$ cat src/rtl/soc_glue_pkg.sv
`default_nettype none

package soc_glue_pkg;

    localparam int BYTE_W  = 8;                        // mac data byte
    localparam int HADDR_W = 32;                       // ahb address
    localparam int PADDR_W = 12;                       // apb address

    localparam logic [3:0] UDP_REGION = 4'h7;          // haddr[31:28] of the udp engine
    localparam logic [PADDR_W-1:0] MAC_APB_LIMIT = 12'h300; // mac owns everything below

    localparam int unsigned HB_TICKS_DEFAULT = 33_000_000; // one second at 33 MHz
    localparam int HB_CNT_W = 27;

    // one transmit beat toward the mac
    typedef struct packed {
        logic [BYTE_W-1:0] tdata;
        logic              tstart;                     // first beat of a frame
        logic              tlast;                      // last beat of a frame
    } tx_beat_t;

    // receive beat, same bit order as the 10-bit cpu word
    typedef struct packed {
        logic              rlast;
        logic              rvalid;
        logic [BYTE_W-1:0] rdata;
    } rx_beat_t;

    typedef union packed {
        logic [BYTE_W+1:0] raw;                        // as moved through the registers
        rx_beat_t          beat;                       // as read by the cpu
    } rx_word_u;

    typedef struct packed {
        logic               hsel;
        logic [1:0]         htrans;
        logic               hwrite;
        logic [HADDR_W-1:0] haddr;
    } ahb_req_t;

    typedef struct packed {
        logic               psel;
        logic               penable;
        logic               pwrite;
        logic [PADDR_W-1:0] paddr;
    } apb_req_t;

endpackage

`default_nettype wire

$ cat src/rtl/glue_ctrl.sv
`timescale 1ns/10ps
`default_nettype none

module glue_ctrl import soc_glue_pkg::*; (
    input  wire logic     HCLK,
    input  wire logic     rst_key,
    input  wire ahb_req_t ahb_i,
    input  wire apb_req_t apb_i,
    input  wire logic     udp_cs_i,                    // udp engine wants the transmitter
    input  wire tx_beat_t granted_i,                   // beat of the current owner
    output logic          udp_hsel_o,
    output logic          mac_psel_o,
    output logic          mac_penable_o,
    output logic          udp_owner_o
);

    logic in_udp_region;
    logic in_mac_window;
    logic frame_busy;                                  // granted frame in flight
    logic hold_owner;

    // address decode, all combinational
    assign in_udp_region = (ahb_i.haddr[HADDR_W-1 -: 4] == UDP_REGION);
    assign in_mac_window = (apb_i.paddr < MAC_APB_LIMIT);

    assign udp_hsel_o    = ahb_i.hsel && in_udp_region;
    assign mac_psel_o    = apb_i.psel && in_mac_window;
    assign mac_penable_o = apb_i.penable && in_mac_window;

    // a frame opens on tstart and closes on tlast, both may share one beat
    always_ff @(posedge HCLK or negedge rst_key) begin
        if (!rst_key) begin
            frame_busy <= 1'b0;
        end else if (granted_i.tlast) begin
            frame_busy <= 1'b0;
        end else if (granted_i.tstart) begin
            frame_busy <= 1'b1;
        end
    end

    // keep the owner from the start beat up to and including the last beat
    assign hold_owner = (frame_busy || granted_i.tstart) && !granted_i.tlast;

    always_ff @(posedge HCLK or negedge rst_key) begin
        if (!rst_key) begin
            udp_owner_o <= 1'b0;                       // cpu owns after reset
        end else if (!hold_owner) begin
            udp_owner_o <= udp_cs_i;                   // switch only between frames
        end
    end

endmodule

`default_nettype wire

$ cat src/rtl/mac_rx_pack.sv
`timescale 1ns/10ps
`default_nettype none

module mac_rx_pack import soc_glue_pkg::*; (
    input  wire logic     HCLK,
    input  wire logic     rst_key,
    input  wire rx_beat_t mac_rx_i,
    output rx_beat_t      cpu_rx_o
);

    rx_word_u rx_in;
    rx_word_u rx_masked;
    rx_word_u rx_q1;                                   // first stage
    rx_word_u rx_q2;                                   // second stage, seen by cpu

    assign rx_in.beat    = mac_rx_i;
    assign rx_masked.raw = {(BYTE_W+2){mac_rx_i.rvalid}} & rx_in.raw; // idle beats read as 0

    always_ff @(posedge HCLK or negedge rst_key) begin
        if (!rst_key) begin
            rx_q1.raw <= '0;
            rx_q2.raw <= '0;
        end else begin
            rx_q1.raw <= rx_masked.raw;
            rx_q2.raw <= rx_q1.raw;
        end
    end

    assign cpu_rx_o = rx_q2.beat;

endmodule

`default_nettype wire

$ cat src/rtl/mac_tx_path.sv
`timescale 1ns/10ps
`default_nettype none

module mac_tx_path import soc_glue_pkg::*; (
    input  wire logic     HCLK,
    input  wire logic     rst_key,
    input  wire logic     udp_owner_i,
    input  wire tx_beat_t cpu_beat_i,
    input  wire tx_beat_t udp_beat_i,
    input  wire logic     mac_tpnd_i,                  // mac still busy sending
    output tx_beat_t      mac_beat_o,
    output tx_beat_t      granted_o,
    output logic          cpu_tpnd_o,
    output logic          udp_tpnd_o
);

    // owner's beat, seen by the controller in the same cycle
    assign granted_o = udp_owner_i ? udp_beat_i : cpu_beat_i;

    always_ff @(posedge HCLK or negedge rst_key) begin
        if (!rst_key) begin
            mac_beat_o <= '0;
        end else begin
            mac_beat_o <= granted_o;                   // one cycle to the mac
        end
    end

    // pending goes back to whoever owns the port
    assign cpu_tpnd_o = mac_tpnd_i && !udp_owner_i;
    assign udp_tpnd_o = mac_tpnd_i && udp_owner_i;

endmodule

`default_nettype wire

$ cat src/rtl/soc_glue_top.sv
`timescale 1ns/10ps
`default_nettype none

module soc_glue_top import soc_glue_pkg::*; #(
    parameter int unsigned HB_TICKS = HB_TICKS_DEFAULT
) (
    input  wire logic              HCLK,
    input  wire logic              rst_key,
    // cpu bus side
    input  wire ahb_req_t          ahb_i,
    input  wire apb_req_t          apb_i,
    output logic                   udp_hsel_o,
    output logic                   mac_psel_o,
    output logic                   mac_penable_o,
    // transmit
    input  wire tx_beat_t          cpu_beat_i,
    input  wire tx_beat_t          udp_beat_i,
    input  wire logic              udp_cs_i,
    input  wire logic              mac_tpnd_i,
    output tx_beat_t               mac_beat_o,
    output logic                   cpu_tpnd_o,
    output logic                   udp_tpnd_o,
    // receive
    input  wire rx_beat_t          mac_rx_i,
    output rx_beat_t               cpu_rx_o,
    // udp test data
    input  wire logic              dready_i,
    output logic      [BYTE_W-1:0] datai_o,
    output logic                   dbusy_o,
    // board leds
    input  wire logic        [1:0] gpio_out_i,
    input  wire logic        [1:0] gpio_outen_i,
    input  wire logic              init_done_i,
    output logic             [3:0] led_o
);

    logic     udp_owner;                               // 1 while udp engine owns tx
    tx_beat_t granted_beat;

    glue_ctrl u_glue_ctrl (
        .HCLK          (HCLK),
        .rst_key       (rst_key),
        .ahb_i         (ahb_i),
        .apb_i         (apb_i),
        .udp_cs_i      (udp_cs_i),
        .granted_i     (granted_beat),
        .udp_hsel_o    (udp_hsel_o),
        .mac_psel_o    (mac_psel_o),
        .mac_penable_o (mac_penable_o),
        .udp_owner_o   (udp_owner)
    );

    mac_tx_path u_mac_tx_path (
        .HCLK          (HCLK),
        .rst_key       (rst_key),
        .udp_owner_i   (udp_owner),
        .cpu_beat_i    (cpu_beat_i),
        .udp_beat_i    (udp_beat_i),
        .mac_tpnd_i    (mac_tpnd_i),
        .mac_beat_o    (mac_beat_o),
        .granted_o     (granted_beat),
        .cpu_tpnd_o    (cpu_tpnd_o),
        .udp_tpnd_o    (udp_tpnd_o)
    );

    mac_rx_pack u_mac_rx_pack (
        .HCLK          (HCLK),
        .rst_key       (rst_key),
        .mac_rx_i      (mac_rx_i),
        .cpu_rx_o      (cpu_rx_o)
    );

    udp_test_source u_udp_test_source (
        .HCLK          (HCLK),
        .rst_key       (rst_key),
        .dready_i      (dready_i),
        .datai_o       (datai_o),
        .dbusy_o       (dbusy_o)
    );

    status_led #(
        .HB_TICKS      (HB_TICKS)
    ) u_status_led (
        .HCLK          (HCLK),
        .rst_key       (rst_key),
        .gpio_out_i    (gpio_out_i),
        .gpio_outen_i  (gpio_outen_i),
        .init_done_i   (init_done_i),
        .led_o         (led_o)
    );

endmodule

`default_nettype wire

$ cat src/rtl/status_led.sv
`timescale 1ns/10ps
`default_nettype none

module status_led import soc_glue_pkg::*; #(
    parameter int unsigned HB_TICKS = HB_TICKS_DEFAULT
) (
    input  wire logic       HCLK,
    input  wire logic       rst_key,
    input  wire logic [1:0] gpio_out_i,
    input  wire logic [1:0] gpio_outen_i,
    input  wire logic       init_done_i,               // memory init finished
    output logic      [3:0] led_o
);

    logic [HB_CNT_W-1:0] hb_cnt;
    logic                hb_wrap;
    logic                hb_led;

    assign hb_wrap = (hb_cnt >= HB_CNT_W'(HB_TICKS));

    always_ff @(posedge HCLK or negedge rst_key) begin
        if (!rst_key) begin
            hb_cnt <= '0;
        end else if (hb_wrap) begin
            hb_cnt <= '0;
        end else begin
            hb_cnt <= hb_cnt + 1'b1;
        end
    end

    always_ff @(posedge HCLK or negedge rst_key) begin
        if (!rst_key) begin
            hb_led <= 1'b1;                            // led starts lit
        end else if (hb_wrap) begin
            hb_led <= !hb_led;
        end
    end

    assign led_o[1:0] = gpio_out_i & gpio_outen_i;     // only driven pins light up
    assign led_o[2]   = init_done_i;
    assign led_o[3]   = hb_led;

endmodule

`default_nettype wire

$ cat src/rtl/udp_test_source.sv
`timescale 1ns/10ps
`default_nettype none

module udp_test_source import soc_glue_pkg::*; (
    input  wire logic         HCLK,
    input  wire logic         rst_key,
    input  wire logic         dready_i,                // udp engine ready for data
    output logic [BYTE_W-1:0] datai_o,
    output logic              dbusy_o                  // datai_o is valid
);

    always_ff @(posedge HCLK or negedge rst_key) begin
        if (!rst_key) begin
            datai_o <= '0;
            dbusy_o <= 1'b0;
        end else if (dready_i) begin
            datai_o <= datai_o + 1'b1;                 // wraps at 256
            dbusy_o <= 1'b1;
        end else begin
            // pattern restarts from zero on the next ready run
            datai_o <= '0;
            dbusy_o <= 1'b0;
        end
    end

endmodule

`default_nettype wire

$ cat config.mk
export PLATFORM = sky130hd
export DESIGN_NAME = soc_glue_top
export DESIGN_NICKNAME = d
export VERILOG_FILES = /design/src/rtl/soc_glue_pkg.sv /design/src/rtl/glue_ctrl.sv /design/src/rtl/mac_rx_pack.sv /design/src/rtl/mac_tx_path.sv /design/src/rtl/soc_glue_top.sv /design/src/rtl/status_led.sv /design/src/rtl/udp_test_source.sv
export SDC_FILE = /design/constraint.sdc
export NUM_CORES = 1
export LEC_CHECK = 0
export BUFFER_PORTS_ARGS = -buffer_cell sky130_fd_sc_hd__buf_4
export CORE_UTILIZATION = 50
export DETAILED_ROUTE_END_ITERATION = 8
export PLACE_DENSITY_LB_ADDON = 0.08
export SKIP_LAST_GASP = 1
export SLEW_MARGIN = 30
export SYNTH_ARGS = -nofsm -noshare
export SYNTH_HDL_FRONTEND = slang
export SYNTH_SLANG_ARGS = --single-unit
$ cat constraint.sdc
create_clock -name HCLK -period 3.02 [get_ports HCLK]
set_clock_uncertainty 0.05 [all_clocks]
set_input_delay 0.604 -clock HCLK [delete_from_list [all_inputs] [get_ports HCLK]]
set_output_delay 0.604 -clock HCLK [all_outputs]
set_load 0.1 [all_outputs]
==> metrics.txt, run 1 <==
most frequent cell after synthesis dfrtp_1; IO Port Bufs 86; family with the most delay on the worst path flip-flops; largest cells by area after synthesis dfrtp_1 (60%), and2_1 (4.6%), mux2_2 (3.6%); Yosys top cell by area dfrtp_1; DP Area 0.003568 mm²; hold path depth 0; Yosys warning count 0; largest net degree at the start of global routing 70; cell chain of the critical path and2_1 -> buf_4; minimum clock period 2.143 ns; CTS clock-pin slew for the worst setup and hold paths 0.08 ns; global-route wire length before repair 8970 µm; CP endpoint kind primary output; pwr/cell area 605.1 mW/mm²; initial antenna violation count 0; Reg power frac 0.441; Mean Syn Cell Area 11.88 µm²; internal power 0.001516 W; total wire length 5334 µm; Seq/Total Area, Yosys 0.6062; vias per cell 5.022; share of cells above drive strength 1 0.3561; Crit Path Max Fanout 13; Worst slew margin 0.4464; Commonest cells post-synth dfrtp_1 (68), and2_1 (21), nor2_1 (19); hold wc startpoint u_mac_rx_pack.rx_q1[7]; final antenna-violating net count 0; fin. max-slew vios 0; CTS Buf Count 9; Logic pwr share 0.222; DR iter-0 viols 123; wire length per cell 13.04 µm; clock sinks 69; async set-reset flop share out of synthesis 1.000; post-synth cell types 37; DR DRC count 0; critical path data arrival time 1.49 ns; max_cap viols 0; Area Overhead vs Synth 32.57%; CTS tree done; EDFF count, synth 0; Total GRT Usage 0.1988; critical path type reg2out; dpl cells 393; I/O pin count 129; Fin Setup TNS 0 ns; Final Cell Area 0.003779 mm²; Post-synth top flop dfrtp_1; Net Sw Frac 0.3369; cell count after synthesis 240; Slew @ Worst Pin 0.8304 ns; clock tree buffer depth 2; Horiz. Die Dim 77.50 µm; status finished clean; Reg2Reg Launch Point u_status_led.hb_cnt[0]; die area 0.006006 mm²; Leak 1.807 nW; die height 77.50 µm; Core Region 0.005507 mm²; Final setup viols 0; startpoint types flop; clock group share of total power 0.337; DPL Wire Length 3640 µm; # rows 27; worst min path class reg2reg; WP buf/inv 1; Psw 0.0007703 W; CP max stage delay 0.65 ns; Ant. Diodes 0; non-filler cells, final 409; hold buffer count at cts 0; final hold vios 0; fin nets 426; via count 2,054; area share of the largest cell type after synthesis 0.5970; unrepaired setup endpoints after global routing false; number of global-route vias before repair 1,962; Pre-antenna DRT Iters 4; cell area after synthesis 0.002850 mm²; Yosys reg bits 69; clk root buf clkbuf_8; RR Endpoint u_status_led.hb_cnt[22]; Initial Utilization 0.5176; CP max-delay cell dfrtp_1; post_cts resized 0; reg2reg path depth 5; later-pin clock latency in the skew report 0.34 ns; final period utilization 0.7096; achievable frequency 0.4666 GHz; htree depth 3; Peak VDD IR 0.0004704 V; remaining global-route overflow 0; WP data required 2.37 ns; worst hold path endpoint u_mac_rx_pack.cpu_rx_o[7]; routability congestion estimate 0.7712; # Post-CTS Setup Buffers 0; r2r setup slk 1.10 ns
==> area by class of cell <==
cell class / count / area, µm²
repair buffers: 87 / 653.1
clock buffers: 10 / 137.6
well taps: 72 / 90.09
fillers: 445 / 1728
flip-flops and latches: 69 / 1728
inverters: 9 / 33.78
clock inverters: 6 / 72.57
multi-input cells: 156 / 1064
==> metrics by stage <==
stage               hold WS [ns]    util  setup slack, ns  total power [W]
floorplan                 0.2584       -           0.3810         0.001402
global placement          0.2813  0.6480           0.9665         0.001531
detailed placement        0.2847  0.6480           0.9659         0.001538
CTS                       0.3032  0.6862           0.8564         0.002311
global route              0.3101  0.6862           0.8013         0.002382
finish                    0.2999  0.6862           0.8770         0.002286
==> power by group through the flow <==
| stage | registers (W) | logic [W] | clock network, W |
|---|---|---|---|
| 2_1_floorplan | 0.00123 | 0.000172 | 0 |
| 3_3_place_gp | 0.00102 | 0.000507 | 0 |
| 3_5_place_dp | 0.00103 | 0.000513 | 0 |
| 4_1_cts | 0.00101 | 0.000513 | 0.000789 |
| 5_1_grt | 0.00101 | 0.000529 | 0.000839 |
| 6_report | 0.00101 | 0.000508 | 0.000771 |
==> cells in the final DEF (no fill, tap or decap), types with 8 or more instances in the layout <==
master,count
nand2_1,8
or3_1,8
buf_4,87
dfrtp_1,68
o21ai_0,9
a21oi_1,9
xnor2_1,11
nor2_1,19
and2_1,21
xor2_1,9
mux2_2,9
clkbuf_8,10
inv_1,9
nand3_1,12
==> how the worst max path moves through the flow <==
stage | from | to | slack, ns | cells past startpoint
after global placement | apb_i[9] | mac_psel_o | 0.97 | 4
final | u_glue_ctrl.udp_owner_o | udp_tpnd_o | 0.88 | 2
after CTS | u_glue_ctrl.udp_owner_o | udp_tpnd_o | 0.86 | 2
after floorplan | u_glue_ctrl.udp_owner_o | cpu_tpnd_o | 0.38 | 2
after detailed placement | apb_i[9] | mac_psel_o | 0.97 | 4
after global routing | u_glue_ctrl.udp_owner_o | udp_tpnd_o | 0.80 | 2
==> cell families after synthesis <==
logic type	share of synthesized area
AND/OR/NAND/NOR	0.1975
flip-flops	0.6062
AO/OA/AOI/OAI	0.05400
XOR/XNOR	0.06146
buffers and inverters	0.02722
multiplexers	0.03907
adder cells (fa/ha/maj)	0.01317
other	0.001316
==> flip-flops by register name, summed over array words and instances (netlist names) <==
register	cells
u_glue_ctrl.frame_busy	1
u_mac_tx_path.mac_beat_o	10
u_glue_ctrl.udp_owner_o	1
u_mac_rx_pack.cpu_rx_o	10
u_udp_test_source.dbusy_o	1
u_status_led.hb_led	1
u_status_led.hb_cnt	27
u_udp_test_source.datai_o	8
u_mac_rx_pack.rx_q1	10
==> per-layer routing <==
layer,up-vias,track usage,routed length [µm]
met2,52,0.3018,2652
met1,988,0.2405,2202
li1,1004,-,-
met4,0,0.1057,104
met5,-,0,0
met3,10,0.08353,374
Note: power is estimated with default switching activity, not from simulation.
==> run 2: changes to the inputs <==
--- a/config.mk
+++ b/config.mk
@@ -5,8 +5,9 @@
 export SDC_FILE = /design/constraint.sdc
 export NUM_CORES = 1
 export LEC_CHECK = 0
+export ABC_AREA = 1
 export BUFFER_PORTS_ARGS = -buffer_cell sky130_fd_sc_hd__buf_4
-export CORE_UTILIZATION = 50
+export CORE_UTILIZATION = 44
 export DETAILED_ROUTE_END_ITERATION = 8
 export PLACE_DENSITY_LB_ADDON = 0.08
 export SKIP_LAST_GASP = 1
==> constraint.sdc (replaced) <==
create_clock -name HCLK -period 1.7 [get_ports HCLK]
set_clock_uncertainty 0.05 [all_clocks]
set_input_delay 0.34 -clock HCLK [delete_from_list [all_inputs] [get_ports HCLK]]
set_output_delay 0.34 -clock HCLK [all_outputs]
set_load 0.1 [all_outputs]
==> metrics.txt, run 2 <==
commonest non-fill, non-tap cell in the layout nand2_1; async set-reset flop share out of synthesis 1.000; worst min path class in2reg; DR iter-0 viols 83; Post-synth top flop dfrtp_1; dpl cells 570; final antenna-violating net count 0; I/O pin count 129; Yosys warning count 0; initial antenna violation count 0; die height 87.01 µm; clk root buf clkbuf_8; largest cells by area after synthesis dfrtp_1 (54%), nand2_1 (14%), nor2_1 (7.1%); wire length per cell 10.82 µm; IO Port Bufs 86; via count 2,629; Area Overhead vs Synth 32.39%; achievable frequency 0.6296 GHz; WP data required 1.31 ns; Ant. Diodes 0; Final Cell Area 0.004209 mm²; hold path depth 1; non-filler cells, final 588; CP max stage delay 0.46 ns; Total GRT Usage 0.1894; Reg with most FFs u_status_led.hb_cnt; cell count after synthesis 388; total power 0.004379 W; fin nets 581; final worst slack 0.1116 ns; # rows 30; global-route wire length before repair 10,880 µm; pwr/cell area 1040 mW/mm²; CTS Buf Count 9; Crit Path Max Fanout 7; DP Area 0.003993 mm²; CP endpoint kind primary output; total wire length 6362 µm; most frequent cell after synthesis nand2_1; Horiz. Die Dim 87.01 µm; die area 0.007570 mm²; Leak 2.120 nW; post-synth cell types 31; area share of the largest cell type after synthesis 0.5352; reg2reg path depth 7; critical path data arrival time 1.20 ns; Pre-antenna DRT Iters 4; Yosys reg bits 69; clock tree buffer depth 2; CTS tree done; htree depth 3; Commonest cells post-synth nand2_1 (122), dfrtp_1 (68), nor2_1 (60); routability congestion estimate 0.8542; startpoint types flop; EDFF count, synth 0; fin. max-slew vios 0; CTS clock-pin slew for the worst setup and hold paths 0.08 ns; final period utilization 0.9344; most frequent cells in the layout nand2_1 (122), buf_4 (92), dfrtp_1 (62); cell area after synthesis 0.003179 mm²; minimum clock period 1.588 ns; unrepaired setup endpoints after global routing false; cell chain of the critical path nor2_4 -> buf_4; Peak VDD IR 0.0006917 V; max reg flops 27; Yosys top cell by area dfrtp_1; largest net degree at the start of global routing 33; remaining global-route overflow 0; Initial Utilization 0.4628; Mean Syn Cell Area 8.194 µm²; # fillers 635; status finished clean; later-pin clock latency in the skew report 0.34 ns; Fin Setup TNS 0 ns; vias per cell 4.471; DR DRC count 0; Seq/Total Area, Yosys 0.5435; max_cap viols 0; share of cells above drive strength 1 0.2886; critical path type reg2out; number of global-route vias before repair 2,507; CP max-delay cell dfrtp_2; Setup WS pre-CTS 0.1194 ns; final hold vios 0; DPL Wire Length 4876 µm; Core Region 0.006869 mm²; Final setup viols 0; clock sinks 69
[run 2: worst max-delay path, delay by kind of cell, from the launching register on]
kind | cells | cell delay [ns]
buffers and inverters | 1 | 0.28
DFF | 1 | 0.46
and+or+nand+nor | 1 | 0.11
[run 2: final timing paths]
kind                                         start  slack, ns                           end
min in group asynchronous                  rst_key       0.43  u_udp_test_source.datai_o[7]
max in group asynchronous                  rst_key       0.67       u_status_led.hb_cnt[20]
max                        u_glue_ctrl.udp_owner_o       0.11                    cpu_tpnd_o
min                                       dready_i       0.12     u_udp_test_source.dbusy_o
min reg2reg                 u_mac_rx_pack.rx_q1[8]       0.30     u_mac_rx_pack.cpu_rx_o[8]
max reg2reg                u_status_led.hb_cnt[13]       0.17       u_status_led.hb_cnt[22]
[run 2: power by group]
group / switching, W / internal [W] / total (W)
Sequential: 0.0000602 / 0.00177 / 0.00183
Clock: 0.000629 / 0.000575 / 0.00120
Combinational: 0.00104 / 0.000305 / 0.00134
Total: 0.00173 / 0.00265 / 0.00438
[run 2: through the flow]
step | utilization | hold WS [ns]
global placement | 0.5812 | 0.2602
CTS | 0.6095 | 0.1055
finish | 0.6128 | 0.1221
global route | 0.6128 | 0.09747
detailed placement | 0.5812 | 0.2611
floorplan | - | -0.005591
[run 2: final cells by class]
| type | instances | area, µm² | area share |
|---|---|---|---|
| clock buffers | 10 | 137.6 | 0.03270 |
| repair buffers | 94 | 720.7 | 0.1712 |
| flip-flops and latches | 69 | 1735 | 0.4123 |
| multi-input cells | 260 | 1250 | 0.2970 |
| clock inverters | 6 | 46.29 | 0.01100 |
| inverters | 53 | 198.9 | 0.04727 |
| well taps | 96 | 120.1 | 0.02854 |
[run 2: timing repair]
| action | 4_1_cts | 5_1_grt |
|---|---|---|
| resized for setup | 0 | 5 |
| endpoints found under the setup margin | 0 | 5 |
| hold endpoints to repair | 28 | 0 |
| hold buffers | 1 | 0 |
| buffers inserted | 0 | 1 |
[run 2: cells by family (layout without fill, tap and decap cells)]
group / Yosys count / count (layout) / synth area share
simple gates: 226 / 226 / 0.2995
flops: 69 / 69 / 0.5435
buf+inv: 60 / 163 / 0.07949
compound gates: 16 / 16 / 0.02873
xor+xnor: 13 / 13 / 0.03581
fa+ha+maj: 3 / 3 / 0.01181
other cells: 1 / 2 / 0.001180
[run 2: metal layers]
metal | vias up | GRT usage | part of all wire
met5 | - | 0 | 0
met4 | 0 | 0.05455 | 0.0039
met3 | 2 | 0.08152 | 0.071
met2 | 71 | 0.3057 | 0.49
met1 | 1200 | 0.2311 | 0.43
li1 | 1356 | - | -
